$ cat src/hw/scr1_mem_pkg.sv
// Data memory cluster shared definitions
// Address and data widths, command and width encodings
// Request, response and routing tag types, timer register offsets

package scr1_mem_pkg;

    // --------------------
    // Widths
    // --------------------
    localparam int SCR1_DMEM_AWIDTH = 32;
    localparam int SCR1_DMEM_DWIDTH = 32;

    // --------------------
    // Encodings
    // --------------------
    typedef enum logic {
        SCR1_MEM_CMD_RD = 1'b0,
        SCR1_MEM_CMD_WR = 1'b1
    } type_scr1_mem_cmd_e;

    typedef enum logic [1:0] {
        SCR1_MEM_WIDTH_BYTE  = 2'b00,
        SCR1_MEM_WIDTH_HWORD = 2'b01,
        SCR1_MEM_WIDTH_WORD  = 2'b10
    } type_scr1_mem_width_e;

    // Routing tag, one per request in flight
    typedef enum logic {
        TGT_EXT   = 1'b0,
        TGT_TIMER = 1'b1
    } dmem_tgt_e;

    // --------------------
    // Transfer types
    // --------------------
    typedef struct packed {
        type_scr1_mem_cmd_e           cmd;
        type_scr1_mem_width_e         width;
        logic [SCR1_DMEM_AWIDTH-1:0]  addr;
        logic [SCR1_DMEM_DWIDTH-1:0]  wdata;
    } dmem_req_t;                               // 67 bits

    typedef struct packed {
        logic [SCR1_DMEM_DWIDTH-1:0]  rdata;
        logic                         err;
    } dmem_resp_t;                              // 33 bits

    // Timer register offsets within its 32-byte window
    localparam logic [4:0] SCR1_TIMER_CTRL        = 5'h00;  // Bit 0 is enable
    localparam logic [4:0] SCR1_TIMER_MTIME_LO    = 5'h08;
    localparam logic [4:0] SCR1_TIMER_MTIME_HI    = 5'h0C;
    localparam logic [4:0] SCR1_TIMER_MTIMECMP_LO = 5'h10;
    localparam logic [4:0] SCR1_TIMER_MTIMECMP_HI = 5'h14;

endpackage : scr1_mem_pkg

$ cat src/hw/scr1_dmem_dispatch.sv
// Data memory request dispatch
// Mask/pattern decode of the core address toward the timer or the external port

`timescale 1ns/1ps

module scr1_dmem_dispatch
    import scr1_mem_pkg::*;
#(
    parameter logic [SCR1_DMEM_AWIDTH-1:0] TIMER_ADDR_MASK    = 32'hFFFF_FFE0,
    parameter logic [SCR1_DMEM_AWIDTH-1:0] TIMER_ADDR_PATTERN = 32'h0049_0000
) (
    input  logic        clk,

    // Core side
    input  logic        core_req_valid_i,
    input  dmem_req_t   core_req_i,
    output logic        core_req_ready_o,

    // Timer target
    output logic        timer_req_valid_o,
    output dmem_req_t   timer_req_o,
    input  logic        timer_req_ready_i,

    // External port target
    output logic        ext_req_valid_o,
    output dmem_req_t   ext_req_o,
    input  logic        ext_req_ready_i,

    // Order queue in the merge stage
    output logic        order_push_o,
    output dmem_tgt_e   order_tgt_o,
    input  logic        order_full_i
);

    logic       hit_timer;
    logic       tgt_ready;
    dmem_tgt_e  tgt;

    // Address decode
    assign hit_timer = ((core_req_i.addr & TIMER_ADDR_MASK) == TIMER_ADDR_PATTERN);
    assign tgt       = hit_timer ? TGT_TIMER : TGT_EXT;
    assign tgt_ready = hit_timer ? timer_req_ready_i : ext_req_ready_i;

    // A request only leaves while its tag has a slot
    assign core_req_ready_o  = tgt_ready & ~order_full_i;
    assign timer_req_valid_o = core_req_valid_i & hit_timer & ~order_full_i;
    assign ext_req_valid_o   = core_req_valid_i & ~hit_timer & ~order_full_i;

    assign timer_req_o = core_req_i;    // Same payload to both, valid picks one
    assign ext_req_o   = core_req_i;

    assign order_push_o = core_req_valid_i & core_req_ready_o;
    assign order_tgt_o  = tgt;

endmodule : scr1_dmem_dispatch

$ cat src/hw/scr1_ext_port.sv
// External bus port
// One-entry request register toward the bus, one-entry response register back

`timescale 1ns/1ps

module scr1_ext_port
    import scr1_mem_pkg::*;
(
    input  logic        clk,
    input  logic        core_rst_n_local,

    // From dispatch
    input  logic        req_valid_i,
    input  dmem_req_t   req_i,
    output logic        req_ready_o,

    // External bus
    output logic        ext_req_valid_o,
    output dmem_req_t   ext_req_o,
    input  logic        ext_req_ready_i,
    input  logic        ext_resp_valid_i,
    input  dmem_resp_t  ext_resp_i,
    output logic        ext_resp_ready_o,

    // Toward merge
    output logic        resp_valid_o,
    output dmem_resp_t  resp_o,
    input  logic        resp_ready_i
);

    logic req_load;
    logic resp_load;

    // --------------------
    // Request stage
    // --------------------
    assign req_ready_o = ~ext_req_valid_o | ext_req_ready_i;
    assign req_load    = req_valid_i & req_ready_o;

    always_ff @(posedge clk) begin
        if (~core_rst_n_local) ext_req_valid_o <= 1'b0;
        else if (req_ready_o)  ext_req_valid_o <= req_valid_i;
    end

    always_ff @(posedge clk) begin
        if (req_load) ext_req_o <= req_i;
    end

    // --------------------
    // Response stage
    // --------------------
    assign ext_resp_ready_o = ~resp_valid_o | resp_ready_i;
    assign resp_load        = ext_resp_valid_i & ext_resp_ready_o;

    always_ff @(posedge clk) begin
        if (~core_rst_n_local)     resp_valid_o <= 1'b0;
        else if (ext_resp_ready_o) resp_valid_o <= ext_resp_valid_i;
    end

    always_ff @(posedge clk) begin
        if (resp_load) resp_o <= ext_resp_i;
    end

endmodule : scr1_ext_port

$ cat src/hw/scr1_mem_cluster.sv
// Data memory cluster top
// Dispatch, machine timer, external port and in-order response merge

`timescale 1ns/1ps

module scr1_mem_cluster
    import scr1_mem_pkg::*;
#(
    parameter logic [SCR1_DMEM_AWIDTH-1:0] TIMER_ADDR_MASK    = 32'hFFFF_FFE0,
    parameter logic [SCR1_DMEM_AWIDTH-1:0] TIMER_ADDR_PATTERN = 32'h0049_0000,
    parameter int                          ORDER_DEPTH        = 4
) (
    input  logic        clk,
    input  logic        core_rst_n_local,

    // Core
    input  logic        core_req_valid_i,
    input  dmem_req_t   core_req_i,
    output logic        core_req_ready_o,
    output logic        core_resp_valid_o,
    output dmem_resp_t  core_resp_o,
    input  logic        core_resp_ready_i,

    // External bus
    output logic        ext_req_valid_o,
    output dmem_req_t   ext_req_o,
    input  logic        ext_req_ready_i,
    input  logic        ext_resp_valid_i,
    input  dmem_resp_t  ext_resp_i,
    output logic        ext_resp_ready_o,

    output logic        timer_irq_o
);

    logic        timer_req_valid;
    dmem_req_t   timer_req;
    logic        timer_req_ready;
    logic        timer_resp_valid;
    dmem_resp_t  timer_resp;
    logic        timer_resp_ready;

    logic        port_req_valid;
    dmem_req_t   port_req;
    logic        port_req_ready;
    logic        port_resp_valid;
    dmem_resp_t  port_resp;
    logic        port_resp_ready;

    logic        order_push;
    dmem_tgt_e   order_tgt;
    logic        order_full;

    scr1_dmem_dispatch #(
        .TIMER_ADDR_MASK    (TIMER_ADDR_MASK),
        .TIMER_ADDR_PATTERN (TIMER_ADDR_PATTERN)
    ) i_dispatch (
        .clk                (clk),
        .core_req_valid_i   (core_req_valid_i),
        .core_req_i         (core_req_i),
        .core_req_ready_o   (core_req_ready_o),
        .timer_req_valid_o  (timer_req_valid),
        .timer_req_o        (timer_req),
        .timer_req_ready_i  (timer_req_ready),
        .ext_req_valid_o    (port_req_valid),
        .ext_req_o          (port_req),
        .ext_req_ready_i    (port_req_ready),
        .order_push_o       (order_push),
        .order_tgt_o        (order_tgt),
        .order_full_i       (order_full)
    );

    scr1_timer i_timer (
        .clk                (clk),
        .core_rst_n_local   (core_rst_n_local),
        .req_valid_i        (timer_req_valid),
        .req_i              (timer_req),
        .req_ready_o        (timer_req_ready),
        .resp_valid_o       (timer_resp_valid),
        .resp_o             (timer_resp),
        .resp_ready_i       (timer_resp_ready),
        .timer_irq_o        (timer_irq_o)
    );

    scr1_ext_port i_ext_port (
        .clk                (clk),
        .core_rst_n_local   (core_rst_n_local),
        .req_valid_i        (port_req_valid),
        .req_i              (port_req),
        .req_ready_o        (port_req_ready),
        .ext_req_valid_o    (ext_req_valid_o),
        .ext_req_o          (ext_req_o),
        .ext_req_ready_i    (ext_req_ready_i),
        .ext_resp_valid_i   (ext_resp_valid_i),
        .ext_resp_i         (ext_resp_i),
        .ext_resp_ready_o   (ext_resp_ready_o),
        .resp_valid_o       (port_resp_valid),
        .resp_o             (port_resp),
        .resp_ready_i       (port_resp_ready)
    );

    scr1_resp_merge #(
        .ORDER_DEPTH        (ORDER_DEPTH)
    ) i_merge (
        .clk                (clk),
        .core_rst_n_local   (core_rst_n_local),
        .order_push_i       (order_push),
        .order_tgt_i        (order_tgt),
        .order_full_o       (order_full),
        .timer_resp_valid_i (timer_resp_valid),
        .timer_resp_i       (timer_resp),
        .timer_resp_ready_o (timer_resp_ready),
        .ext_resp_valid_i   (port_resp_valid),
        .ext_resp_i         (port_resp),
        .ext_resp_ready_o   (port_resp_ready),
        .core_resp_valid_o  (core_resp_valid_o),
        .core_resp_o        (core_resp_o),
        .core_resp_ready_i  (core_resp_ready_i)
    );

endmodule : scr1_mem_cluster

$ cat src/hw/scr1_resp_merge.sv
// In-order response merge
// Circular queue of target tags and the response mux toward the core

`timescale 1ns/1ps

module scr1_resp_merge
    import scr1_mem_pkg::*;
#(
    parameter int ORDER_DEPTH = 4
) (
    input  logic        clk,
    input  logic        core_rst_n_local,

    // Tag push from dispatch
    input  logic        order_push_i,
    input  dmem_tgt_e   order_tgt_i,
    output logic        order_full_o,

    // Target responses
    input  logic        timer_resp_valid_i,
    input  dmem_resp_t  timer_resp_i,
    output logic        timer_resp_ready_o,
    input  logic        ext_resp_valid_i,
    input  dmem_resp_t  ext_resp_i,
    output logic        ext_resp_ready_o,

    // Core side
    output logic        core_resp_valid_o,
    output dmem_resp_t  core_resp_o,
    input  logic        core_resp_ready_i
);

    localparam int PTR_W = (ORDER_DEPTH > 1) ? $clog2(ORDER_DEPTH) : 1;
    localparam int CNT_W = $clog2(ORDER_DEPTH + 1);

    dmem_tgt_e               tag_q [ORDER_DEPTH];
    logic [PTR_W-1:0]        wr_ptr;
    logic [PTR_W-1:0]        rd_ptr;
    logic [CNT_W-1:0]        count;
    logic                    empty;
    logic                    pop;
    dmem_tgt_e               head;

    assign empty        = (count == '0);
    assign order_full_o = (count == CNT_W'(ORDER_DEPTH));
    assign head         = tag_q[rd_ptr];

    // --------------------
    // Response mux
    // --------------------
    assign core_resp_valid_o  = ~empty & ((head == TGT_TIMER) ? timer_resp_valid_i
                                                              : ext_resp_valid_i);
    assign core_resp_o        = (head == TGT_TIMER) ? timer_resp_i : ext_resp_i;
    assign timer_resp_ready_o = ~empty & (head == TGT_TIMER) & core_resp_ready_i;
    assign ext_resp_ready_o   = ~empty & (head == TGT_EXT) & core_resp_ready_i;
    assign pop                = core_resp_valid_o & core_resp_ready_i;

    // --------------------
    // Tag queue
    // --------------------
    always_ff @(posedge clk) begin
        if (order_push_i) tag_q[wr_ptr] <= order_tgt_i;
    end

    always_ff @(posedge clk) begin
        if (~core_rst_n_local) begin
            wr_ptr <= '0;
            rd_ptr <= '0;
            count  <= '0;
        end else begin
            if (order_push_i) begin
                wr_ptr <= (wr_ptr == PTR_W'(ORDER_DEPTH - 1)) ? '0 : wr_ptr + 1'b1;
            end
            if (pop) begin
                rd_ptr <= (rd_ptr == PTR_W'(ORDER_DEPTH - 1)) ? '0 : rd_ptr + 1'b1;
            end
            case ({order_push_i, pop})
                2'b10:   count <= count + 1'b1;
                2'b01:   count <= count - 1'b1;
                default: ;              // Both or neither
            endcase
        end
    end

endmodule : scr1_resp_merge

$ cat src/hw/scr1_timer.sv
// Memory-mapped machine timer
// Control, mtime and mtimecmp registers, compare interrupt, registered response

`timescale 1ns/1ps

module scr1_timer
    import scr1_mem_pkg::*;
(
    input  logic        clk,
    input  logic        core_rst_n_local,

    input  logic        req_valid_i,
    input  dmem_req_t   req_i,
    output logic        req_ready_o,

    output logic        resp_valid_o,
    output dmem_resp_t  resp_o,
    input  logic        resp_ready_i,

    output logic        timer_irq_o
);

    logic                         ctrl_en;
    logic [63:0]                  mtime;
    logic [63:0]                  mtimecmp;
    logic                         req_fire;
    logic                         wr_en;
    logic [4:0]                   req_offs;
    logic [SCR1_DMEM_DWIDTH-1:0]  rd_data;
    logic                         acc_err;

    assign req_ready_o = ~resp_valid_o | resp_ready_i;  // Empty or draining
    assign req_fire    = req_valid_i & req_ready_o;
    assign req_offs    = req_i.addr[4:0];
    assign wr_en       = req_fire & (req_i.cmd == SCR1_MEM_CMD_WR) & ~acc_err;

    // --------------------
    // Register decode
    // --------------------
    always_comb begin
        rd_data = '0;
        acc_err = 1'b0;
        case (req_offs)
            SCR1_TIMER_CTRL:        rd_data = {31'd0, ctrl_en};
            SCR1_TIMER_MTIME_LO:    rd_data = mtime[31:0];
            SCR1_TIMER_MTIME_HI:    rd_data = mtime[63:32];
            SCR1_TIMER_MTIMECMP_LO: rd_data = mtimecmp[31:0];
            SCR1_TIMER_MTIMECMP_HI: rd_data = mtimecmp[63:32];
            default:                acc_err = 1'b1;
        endcase
        if (req_i.width != SCR1_MEM_WIDTH_WORD) begin
            acc_err = 1'b1;         // Word access only
        end
    end

    // --------------------
    // Timer registers
    // --------------------
    always_ff @(posedge clk) begin
        if (~core_rst_n_local) begin
            ctrl_en  <= 1'b0;
            mtime    <= '0;
            mtimecmp <= '1;
        end else begin
            if (ctrl_en) mtime <= mtime + 64'd1;
            if (wr_en) begin
                case (req_offs)     // A write wins over the count for its half
                    SCR1_TIMER_CTRL:        ctrl_en         <= req_i.wdata[0];
                    SCR1_TIMER_MTIME_LO:    mtime[31:0]     <= req_i.wdata;
                    SCR1_TIMER_MTIME_HI:    mtime[63:32]    <= req_i.wdata;
                    SCR1_TIMER_MTIMECMP_LO: mtimecmp[31:0]  <= req_i.wdata;
                    SCR1_TIMER_MTIMECMP_HI: mtimecmp[63:32] <= req_i.wdata;
                    default:                ;
                endcase
            end
        end
    end

    // Response register
    always_ff @(posedge clk) begin
        if (~core_rst_n_local) begin
            resp_valid_o <= 1'b0;
        end else if (req_fire) begin
            resp_valid_o <= 1'b1;
        end else if (resp_ready_i) begin
            resp_valid_o <= 1'b0;
        end
    end

    always_ff @(posedge clk) begin
        if (req_fire) begin
            resp_o.rdata <= rd_data;
            resp_o.err   <= acc_err;
        end
    end

    assign timer_irq_o = ctrl_en & (mtime >= mtimecmp);

endmodule : scr1_timer

$ cat config.mk
export PLATFORM = sky130hd
export DESIGN_NAME = scr1_mem_cluster
export DESIGN_NICKNAME = d
export VERILOG_FILES = /design/src/hw/scr1_mem_pkg.sv /design/src/hw/scr1_dmem_dispatch.sv /design/src/hw/scr1_ext_port.sv /design/src/hw/scr1_mem_cluster.sv /design/src/hw/scr1_resp_merge.sv /design/src/hw/scr1_timer.sv
export SDC_FILE = /design/constraint.sdc
export NUM_CORES = 1
export LEC_CHECK = 0
export ABC_AREA = 1
export BUFFER_PORTS_ARGS = -buffer_cell sky130_fd_sc_hd__buf_2
export CORE_MARGIN = 5
export CORE_UTILIZATION = 47
export CTS_CLUSTER_DIAMETER = 60
export DETAILED_ROUTE_END_ITERATION = 10
export MAX_ROUTING_LAYER = met4
export PLACE_DENSITY = 0.74
export REMOVE_ABC_BUFFERS = 1
export SETUP_SLACK_MARGIN = 0.1
export SYNTH_ARGS = -nofsm -noshare
export SYNTH_HDL_FRONTEND = slang
export SYNTH_SLANG_ARGS = --single-unit
export TNS_END_PERCENT = 50
$ cat constraint.sdc
create_clock -name clk -period 8.4 [get_ports clk]
set_clock_uncertainty 0.1 [all_clocks]
set_input_delay 1.26 -clock clk [delete_from_list [all_inputs] [get_ports clk]]
set_output_delay 1.26 -clock clk [all_outputs]
set_load 0.02 [all_outputs]
**Yosys cells after proc, flatten, opt, wreduce, memory -nomap -nowiden**

Memory sizes are Yosys's and may differ from the RTL's. A register that Yosys moved wholly into a read port is not among the register bits.
Cells that the tools add are included.

- Add/subtract/negate cells: 5
- Magnitude comparators: 1
- Equal/unequal tests: 11
- Mux-type cells: 20
- Bitwise logic cells: 29
- Reductions and logical operators: 8

Operators by type and width:

| cell | count |
|---|---|
| case mux 32 bit (5 select lines) | 1 |
| 2-to-1 mux 64 bit | 2 |
| adder 64 x 1 -> 64 bit (second input constant) | 1 |
| greater-or-equal comparator 64 bit | 1 |
| 2-to-1 mux 32 bit | 2 |
| 2-to-1 mux 33 bit | 1 |
| equality test 27 x 18 -> 1 bit (second input constant) | 1 |
| bitwise AND 1 bit | 18 |
| equality test 5 x 4 -> 1 bit (second input constant) | 2 |
| equality test 5 bit (second input constant) | 2 |
| 2-to-1 mux 1 bit | 9 |
| 2-to-1 mux 2 bit | 4 |
| inverter 1 bit | 8 |
| equality test 2 bit (second input constant) | 3 |
| case mux 3 bit (2 select lines) | 1 |
| AND reduction 2 bit | 3 |
| zero test 5 bit | 1 |
| OR reduction 5 bit | 1 |
| adder 2 x 1 -> 2 bit (second input constant) | 2 |
| nonzero test 2 bit | 2 |
| adder 3 x 1 -> 3 bit (second input constant) | 1 |
| equality test 3 bit (second input constant) | 1 |
| zero test 3 bit | 1 |
| bitwise OR 1 bit | 3 |
| 3 further kinds | 3 |

- Register bits: 272
- Bits in writable memories: 4
- Input port bits: 106
- Output and inout bits: 105
- Word-level logic and storage cells: 93
- Memories kept: 1

Memories:

| name | words | bits a word | rd ports | clocked after memory_dff | write ports | RTL line | source |
|---|---|---|---|---|---|---|---|
| i_merge.tag_q | 4 | 1 | 1 | 1 | 1 | scr1_resp_merge.sv:36 | `dmem_tgt_e tag_q [ORDER_DEPTH];` |

**Depth between registers and ports, before layout**

- Depth in word-level cells: 10
- Gate-level depth with buffers: 16

**Hierarchy**

Synthesis repeated with hierarchy kept, for this count alone.

- Cell total of the unflattened synthesis: 1964
- Area total of the unflattened synthesis: 15576.2 µm²

By module, submodules not included:

| module | instances | cells an instance | area an instance (µm²) | seq. area each (µm²) |
|---|---|---|---|---|
| scr1_timer | 1 | 1454 | 10037.1 | 3593.4 |
| scr1_ext_port | 1 | 113 | 3101.7 | 3042.9 |
| scr1_dmem_dispatch | 1 | 213 | 1331.3 | 0.0 |
| scr1_resp_merge | 1 | 184 | 1106.1 | 300.3 |

**Worst setup path before layout**

No wires, ideal clock.

- Path kind: input port to flip-flop
- Start: input core_req_i[52] (netlist bit)
- End: register, netlist name i_ext_port.ext_req_o[0]
- Arrival time: 6.273 ns
- Data required time: 7.723 ns
- Setup slack: 1.450 ns
- Stages on the path: 8
- Buffers on the path: 0
- Cells stage by stage: inv_1 nand2_1 nor2_1 nand2_1 nor2_1 nand2_1 o21ai_0 nor3_1

- Longest elaborated chain between the ends: 5

RTL lines:

| item | RTL line | source |
|---|---|---|
| start, declared | scr1_mem_cluster.sv:18 | `input dmem_req_t core_req_i,` |
| equality test 27 x 18 -> 1 bit | scr1_dmem_dispatch.sv:40 | `assign hit_timer = ((core_req_i.addr & TIMER_ADDR_MASK) == TIMER_ADDR_PATTERN);` |
| inverter 1 bit | scr1_dmem_dispatch.sv:47 | `assign ext_req_valid_o = core_req_valid_i & ~hit_timer & ~order_full_i;` |
| bitwise AND 1 bit (2 in series) | scr1_dmem_dispatch.sv:47 |  |
| bitwise AND 1 bit | scr1_ext_port.sv:38 | `assign req_load = req_valid_i & req_ready_o;` |
| net i_ext_port.req_load | scr1_ext_port.sv:31 | `logic req_load;` |

The timed path passes the listed nets, and every way through them passes these cells.
A chain may end at the register's enable or synchronous reset.

**Final worst setup path**

- Start: register i_timer.mtimecmp[15]
- End: output timer_irq_o

- Longest elaborated chain between the ends: 2

RTL lines:

| item | RTL line | source |
|---|---|---|
| start, declared | scr1_timer.sv:25 | `logic [63:0] mtimecmp;` |
| start signal, assigned | scr1_timer.sv:71 | `SCR1_TIMER_MTIMECMP_LO: mtimecmp[31:0] <= req_i.wdata;` |
| greater-or-equal comparator 64 bit | scr1_timer.sv:97 | `assign timer_irq_o = ctrl_en & (mtime >= mtimecmp);` |
| bitwise AND 1 bit | scr1_timer.sv:97 |  |
| end, declared | scr1_mem_cluster.sv:32 | `output logic timer_irq_o` |

Every way passes these cells.

==> impl_results.html <==
<table>
<tr><th>Metric</th><th>Value</th></tr>
<tr><th colspan="2">Detailed routing</th></tr>
<tr><td>Vias after detailed routing</td><td>13307</td></tr>
<tr><td>Mean routed wirelength per cell</td><td>18.57 um</td></tr>
<tr><td>Wire length on met2</td><td>21980 um</td></tr>
<tr><td>Highest metal layer with signal wires</td><td>met4</td></tr>
<tr><td>Met3 WL</td><td>2771 um</td></tr>
<tr><td>Post-detailed-routing wire length</td><td>45770 um</td></tr>
<tr><td>Remaining antenna violation count</td><td>0</td></tr>
<tr><td>Remaining DRCs</td><td>0</td></tr>
<tr><td>First-pass iteration count of the detailed router</td><td>5</td></tr>
<tr><td>Average via count per standard cell</td><td>5.398</td></tr>
<tr><td>Initial DRC count</td><td>1189</td></tr>
<tr><td>Met1 layer wirelength in the final routing</td><td>19870 um</td></tr>
<tr><th colspan="2">Global route</th></tr>
<tr><td>Grt ovf</td><td>0</td></tr>
<tr><td>Pin count of the biggest net entering global routing</td><td>72</td></tr>
<tr><td>Vias in the first global route</td><td>13206</td></tr>
<tr><td>Total routing usage reported by global routing</td><td>26.22%</td></tr>
<tr><td>Number of antenna violations at the first check in global routing</td><td>0</td></tr>
<tr><td>First-pass GRT wire length</td><td>72380 um</td></tr>
<tr><th colspan="2">STA</th></tr>
<tr><td>Timing-limited maximum frequency</td><td>237.9 MHz</td></tr>
<tr><td>Final Hold Vio Count</td><td>0</td></tr>
<tr><td>Fraction of the cycle the final worst path needs</td><td>50.04%</td></tr>
<tr><td>Max-Slew Margin vs Limit</td><td>16.00%</td></tr>
<tr><td>Final worst path period need</td><td>4.204 ns</td></tr>
<tr><td>Transition time at the pin with the least slew margin</td><td>1.257 ns</td></tr>
<tr><td>Final setup violating endpoints</td><td>0</td></tr>
<tr><td>Setup tns final</td><td>0 ns</td></tr>
<tr><td>Final Slew Violations</td><td>0</td></tr>
<tr><td>Final Hold Slack</td><td>0.3549 ns</td></tr>
<tr><td>Unrepaired setup endpoints after global routing</td><td>no</td></tr>
<tr><th colspan="2">Clocking</th></tr>
<tr><td>Count of hold buffers inserted by post-cts repair</td><td>0</td></tr>
<tr><td>Clock tree root buffer cell</td><td>sky130_fd_sc_hd__clkbuf_16</td></tr>
<tr><td>Post-cts sizing count</td><td>0</td></tr>
<tr><td>Post CTS Setup Buffer Count</td><td>0</td></tr>
<tr><td>H-tree Lvls</td><td>2</td></tr>
<tr><td>CTS tree</td><td>built</td></tr>
<tr><td>Clk sinks</td><td>278</td></tr>
<tr><td>Number of CTS-inserted buffers</td><td>34</td></tr>
<tr><td>Clock slew at the register clock pins of the worst setup and hold paths</td><td>0.06 ns</td></tr>
<tr><td>Maximum clock path buffer count</td><td>3</td></tr>
<tr><td>Clock latency of the later-clocked register in the worst-skew pair</td><td>0.51 ns</td></tr>
<tr><th colspan="2">Floorplanning</th></tr>
<tr><td>Initial core utilization</td><td>47.42%</td></tr>
<tr><td>I/O pin count</td><td>211</td></tr>
<tr><td>Height of the chip</td><td>188.0 um</td></tr>
<tr><td>Full die area</td><td>35330 um^2</td></tr>
<tr><td>Die W</td><td>188.0 um</td></tr>
<tr><td>Core area</td><td>31390 um^2</td></tr>
<tr><td>Row count</td><td>65</td></tr>
<tr><th colspan="2">Critical path</th></tr>
<tr><td>Flop2flop setup slack</td><td>5.00 ns</td></tr>
<tr><td>Category of the most critical setup path</td><td>reg -&gt; out</td></tr>
<tr><td>Cells on worst reg2reg path</td><td>15</td></tr>
<tr><td>Worst reg2reg endpoint</td><td>i_merge.count[2]$_SDFFE_PN0P_</td></tr>
<tr><td>CP Data Arrival Time</td><td>2.84 ns</td></tr>
<tr><td>Crit path capture</td><td>timer_irq_o</td></tr>
<tr><td>Type of origin of the critical path</td><td>flop</td></tr>
<tr><td>Start point of the critical path</td><td>i_timer.mtimecmp[15]$_SDFFE_PN1P_</td></tr>
<tr><td>Crit end category</td><td>primary output</td></tr>
<tr><td>Worst endpoint required time</td><td>7.04 ns</td></tr>
<tr><td>Largest fanout on the critical path</td><td>3</td></tr>
<tr><th colspan="2">Place</th></tr>
<tr><td>Placed Instances</td><td>2404</td></tr>
<tr><td>Placer congestion estimate</td><td>0.9707</td></tr>
<tr><td>Placed wire-length estimate after detailed placement</td><td>33410 um</td></tr>
<tr><td>Buffers added on ports</td><td>210</td></tr>
<tr><th colspan="2">Synthesis</th></tr>
<tr><td>Most common cell in the netlist</td><td>sky130_fd_sc_hd__nand2_1</td></tr>
<tr><td>Area share of the leading cell type in the synthesized netlist</td><td>27.63%</td></tr>
<tr><td>YS warnings</td><td>0</td></tr>
<tr><td>Top cells by area, synth</td><td>sky130_fd_sc_hd__edfxtp_1 28%, sky130_fd_sc_hd__dfxtp_1 19%, sky130_fd_sc_hd__nand2_1 10%, sky130_fd_sc_hd__nor2_1 7.0%, sky130_fd_sc_hd__nand3_1 6.9%</td></tr>
<tr><td>Synthesized instance count</td><td>1846</td></tr>
<tr><td>Mean area per synthesized cell</td><td>8.064 um^2</td></tr>
<tr><td>Sequential-to-total area share from yosys stat</td><td>46.60%</td></tr>
<tr><td>Post-synth EDFFs</td><td>137</td></tr>
<tr><td>Ys async rst share</td><td>0%</td></tr>
<tr><td>Flip-flop and latch count after synthesis</td><td>278</td></tr>
<tr><td>Leading area contributor after synthesis</td><td>sky130_fd_sc_hd__edfxtp_1</td></tr>
<tr><td>Most used standard cells in the synthesized netlist</td><td>415 x sky130_fd_sc_hd__nand2_1, 277 x sky130_fd_sc_hd__nor2_1, 215 x sky130_fd_sc_hd__inv_1, 206 x sky130_fd_sc_hd__nand3_1, 141 x sky130_fd_sc_hd__dfxtp_1</td></tr>
<tr><td>Synth unique cells</td><td>44</td></tr>
<tr><td>Most used flip-flop cell after synthesis</td><td>sky130_fd_sc_hd__dfxtp_1</td></tr>
<tr><td>Area of the mapped netlist</td><td>14890 um^2</td></tr>
<tr><th colspan="2">Final layout</th></tr>
<tr><td>Area growth from synthesis to final layout</td><td>16.12%</td></tr>
<tr><td>Layout cells sized above 1</td><td>16.58%</td></tr>
<tr><td>Post-layout instance count excluding filler cells</td><td>2465</td></tr>
<tr><td>N_diodes</td><td>0</td></tr>
<tr><td>NumNets Final</td><td>2216</td></tr>
<tr><th colspan="2">Run</th></tr>
<tr><td>Count of maximum capacitance violations</td><td>0</td></tr>
<tr><th colspan="2">Pwr</th></tr>
<tr><td>Reported leakage power</td><td>0.008140 uW</td></tr>
<tr><td>Worst vdd ir</td><td>0.0001476 V</td></tr>
<tr><td>Power Density</td><td>180.5 nW/um^2</td></tr>
<tr><td>Overall power consumption</td><td>3120 uW</td></tr>
<tr><th colspan="2">Run status</th></tr>
<tr><td>Result of the run</td><td>complete, no violations</td></tr>
<tr><th colspan="2">Worst hold path</th></tr>
<tr><td>Hold crit path type</td><td>reg -&gt; reg</td></tr>
</table>
flip-flops by register name, summed over array words and instances (netlist names), named ones only:
name / count
i_ext_port.resp_o: 33
i_timer.mtime: 64
i_ext_port.ext_req_o: 67
i_merge.rd_ptr: 2
i_timer.mtimecmp: 64
i_ext_port.ext_req_valid_o: 1
i_merge.count: 3
i_merge.wr_ptr: 2
i_merge.tag_q: 4
i_timer.resp_valid_o: 1
i_timer.ctrl_en: 1
i_timer.resp_o: 33
i_ext_port.resp_valid_o: 1
cell type report:
cell class	instances	area, um^2
sequential	278	6937
timing repair buffer	223	1151
tap	402	503.0
clock buffer	43	935.9
fill	2927	14110
inverter	220	825.8
clock inverter	18	123.9
multi-input combinational	1281	6810
placed cells by master, fill, tap and decap left out, drive strengths merged:
cell / n
nor4: 2
o2111ai: 5
fa: 1
clkinvlp: 3
o211a: 1
a21oi: 66
inv: 225
o22ai: 9
o21ai: 50
o21a: 2
and2: 1
dfxtp: 141
mux2i: 1
clkbuf: 43
xnor2: 2
nor2: 287
ha: 71
a211o: 1
a21boi: 7
a221oi: 18
edfxtp: 137
nand2: 419
clkinv: 10
nand3b: 14
nor3: 15
or2: 1
nor3b: 1
mux2: 33
nand3: 211
nand4: 20
buf: 223
xor2: 43
report_power, final:
| group | internal [uW] | switching (uW) |
|---|---|---|
| logic | 81.7 | 168 |
| registers | 1470 | 9.58 |
| clock network | 801 | 594 |
logic make-up (layout without fill, tap and decap cells):
kind of cell / count (synthesis) / in the layout / synth area share [%]
compound gates: 159 / 159 / 6.211
flops: 278 / 278 / 46.60
buf+inv: 287 / 504 / 7.842
fa+ha+maj: 72 / 72 / 6.102
xor+xnor: 45 / 45 / 2.648
mux: 34 / 34 / 2.563
simple gates: 971 / 971 / 28.04
through the flow:
step | setup slack (ns) | utilization (%) | instance area, um^2
floorplan | 1.450 | - | 14550
global placement | 4.030 | 51.69 | 16230
detailed placement | 3.850 | 51.69 | 16230
CTS | 4.230 | 55.07 | 17290
global route | 4.043 | 55.07 | 17290
finish | 4.196 | 55.07 | 17290
worst min path at each step:
stage / from / end / slack, ns / depth (start not counted)
floorplan: i_timer.mtimecmp[32]$_SDFFE_PN1P_ / i_timer.mtimecmp[32]$_SDFFE_PN1P_ / 0.33 / 2
global placement: i_timer.mtimecmp[58]$_SDFFE_PN1P_ / i_timer.mtimecmp[58]$_SDFFE_PN1P_ / 0.34 / 2
CTS: i_timer.mtimecmp[40]$_SDFFE_PN1P_ / i_timer.mtimecmp[40]$_SDFFE_PN1P_ / 0.36 / 2
finish: i_timer.mtimecmp[63]$_SDFFE_PN1P_ / i_timer.mtimecmp[63]$_SDFFE_PN1P_ / 0.35 / 2
global route: i_timer.mtimecmp[48]$_SDFFE_PN1P_ / i_timer.mtimecmp[48]$_SDFFE_PN1P_ / 0.38 / 2
detailed placement: i_timer.mtimecmp[61]$_SDFFE_PN1P_ / i_timer.mtimecmp[61]$_SDFFE_PN1P_ / 0.34 / 2
critical path, cell delays in order (launching register included):
cell and delay [ns]:
sky130_fd_sc_hd__dfxtp_1 0.35, sky130_fd_sc_hd__inv_1 0.06, sky130_fd_sc_hd__ha_1 0.29, sky130_fd_sc_hd__nand2_1 0.08, sky130_fd_sc_hd__nor2_1 0.39, sky130_fd_sc_hd__nand3_1 0.16, sky130_fd_sc_hd__nor2_1 0.25, sky130_fd_sc_hd__nand2_1 0.08
sky130_fd_sc_hd__nand2_1 0.07, sky130_fd_sc_hd__nor2_1 0.04, sky130_fd_sc_hd__nand2_1 0.11, sky130_fd_sc_hd__nand2_1 0.06, sky130_fd_sc_hd__a21oi_1 0.19, sky130_fd_sc_hd__buf_2 0.21
routing by layer:
metal | global-route usage [%] | vias to the layer above
met5 | - | -
met4 | 7.002 | 0
met3 | 3.649 | 95
met2 | 43.67 | 504
met1 | 33.86 | 6260
li1 | - | 6448
No activity file was read; power rests on OpenSTA's default activity.
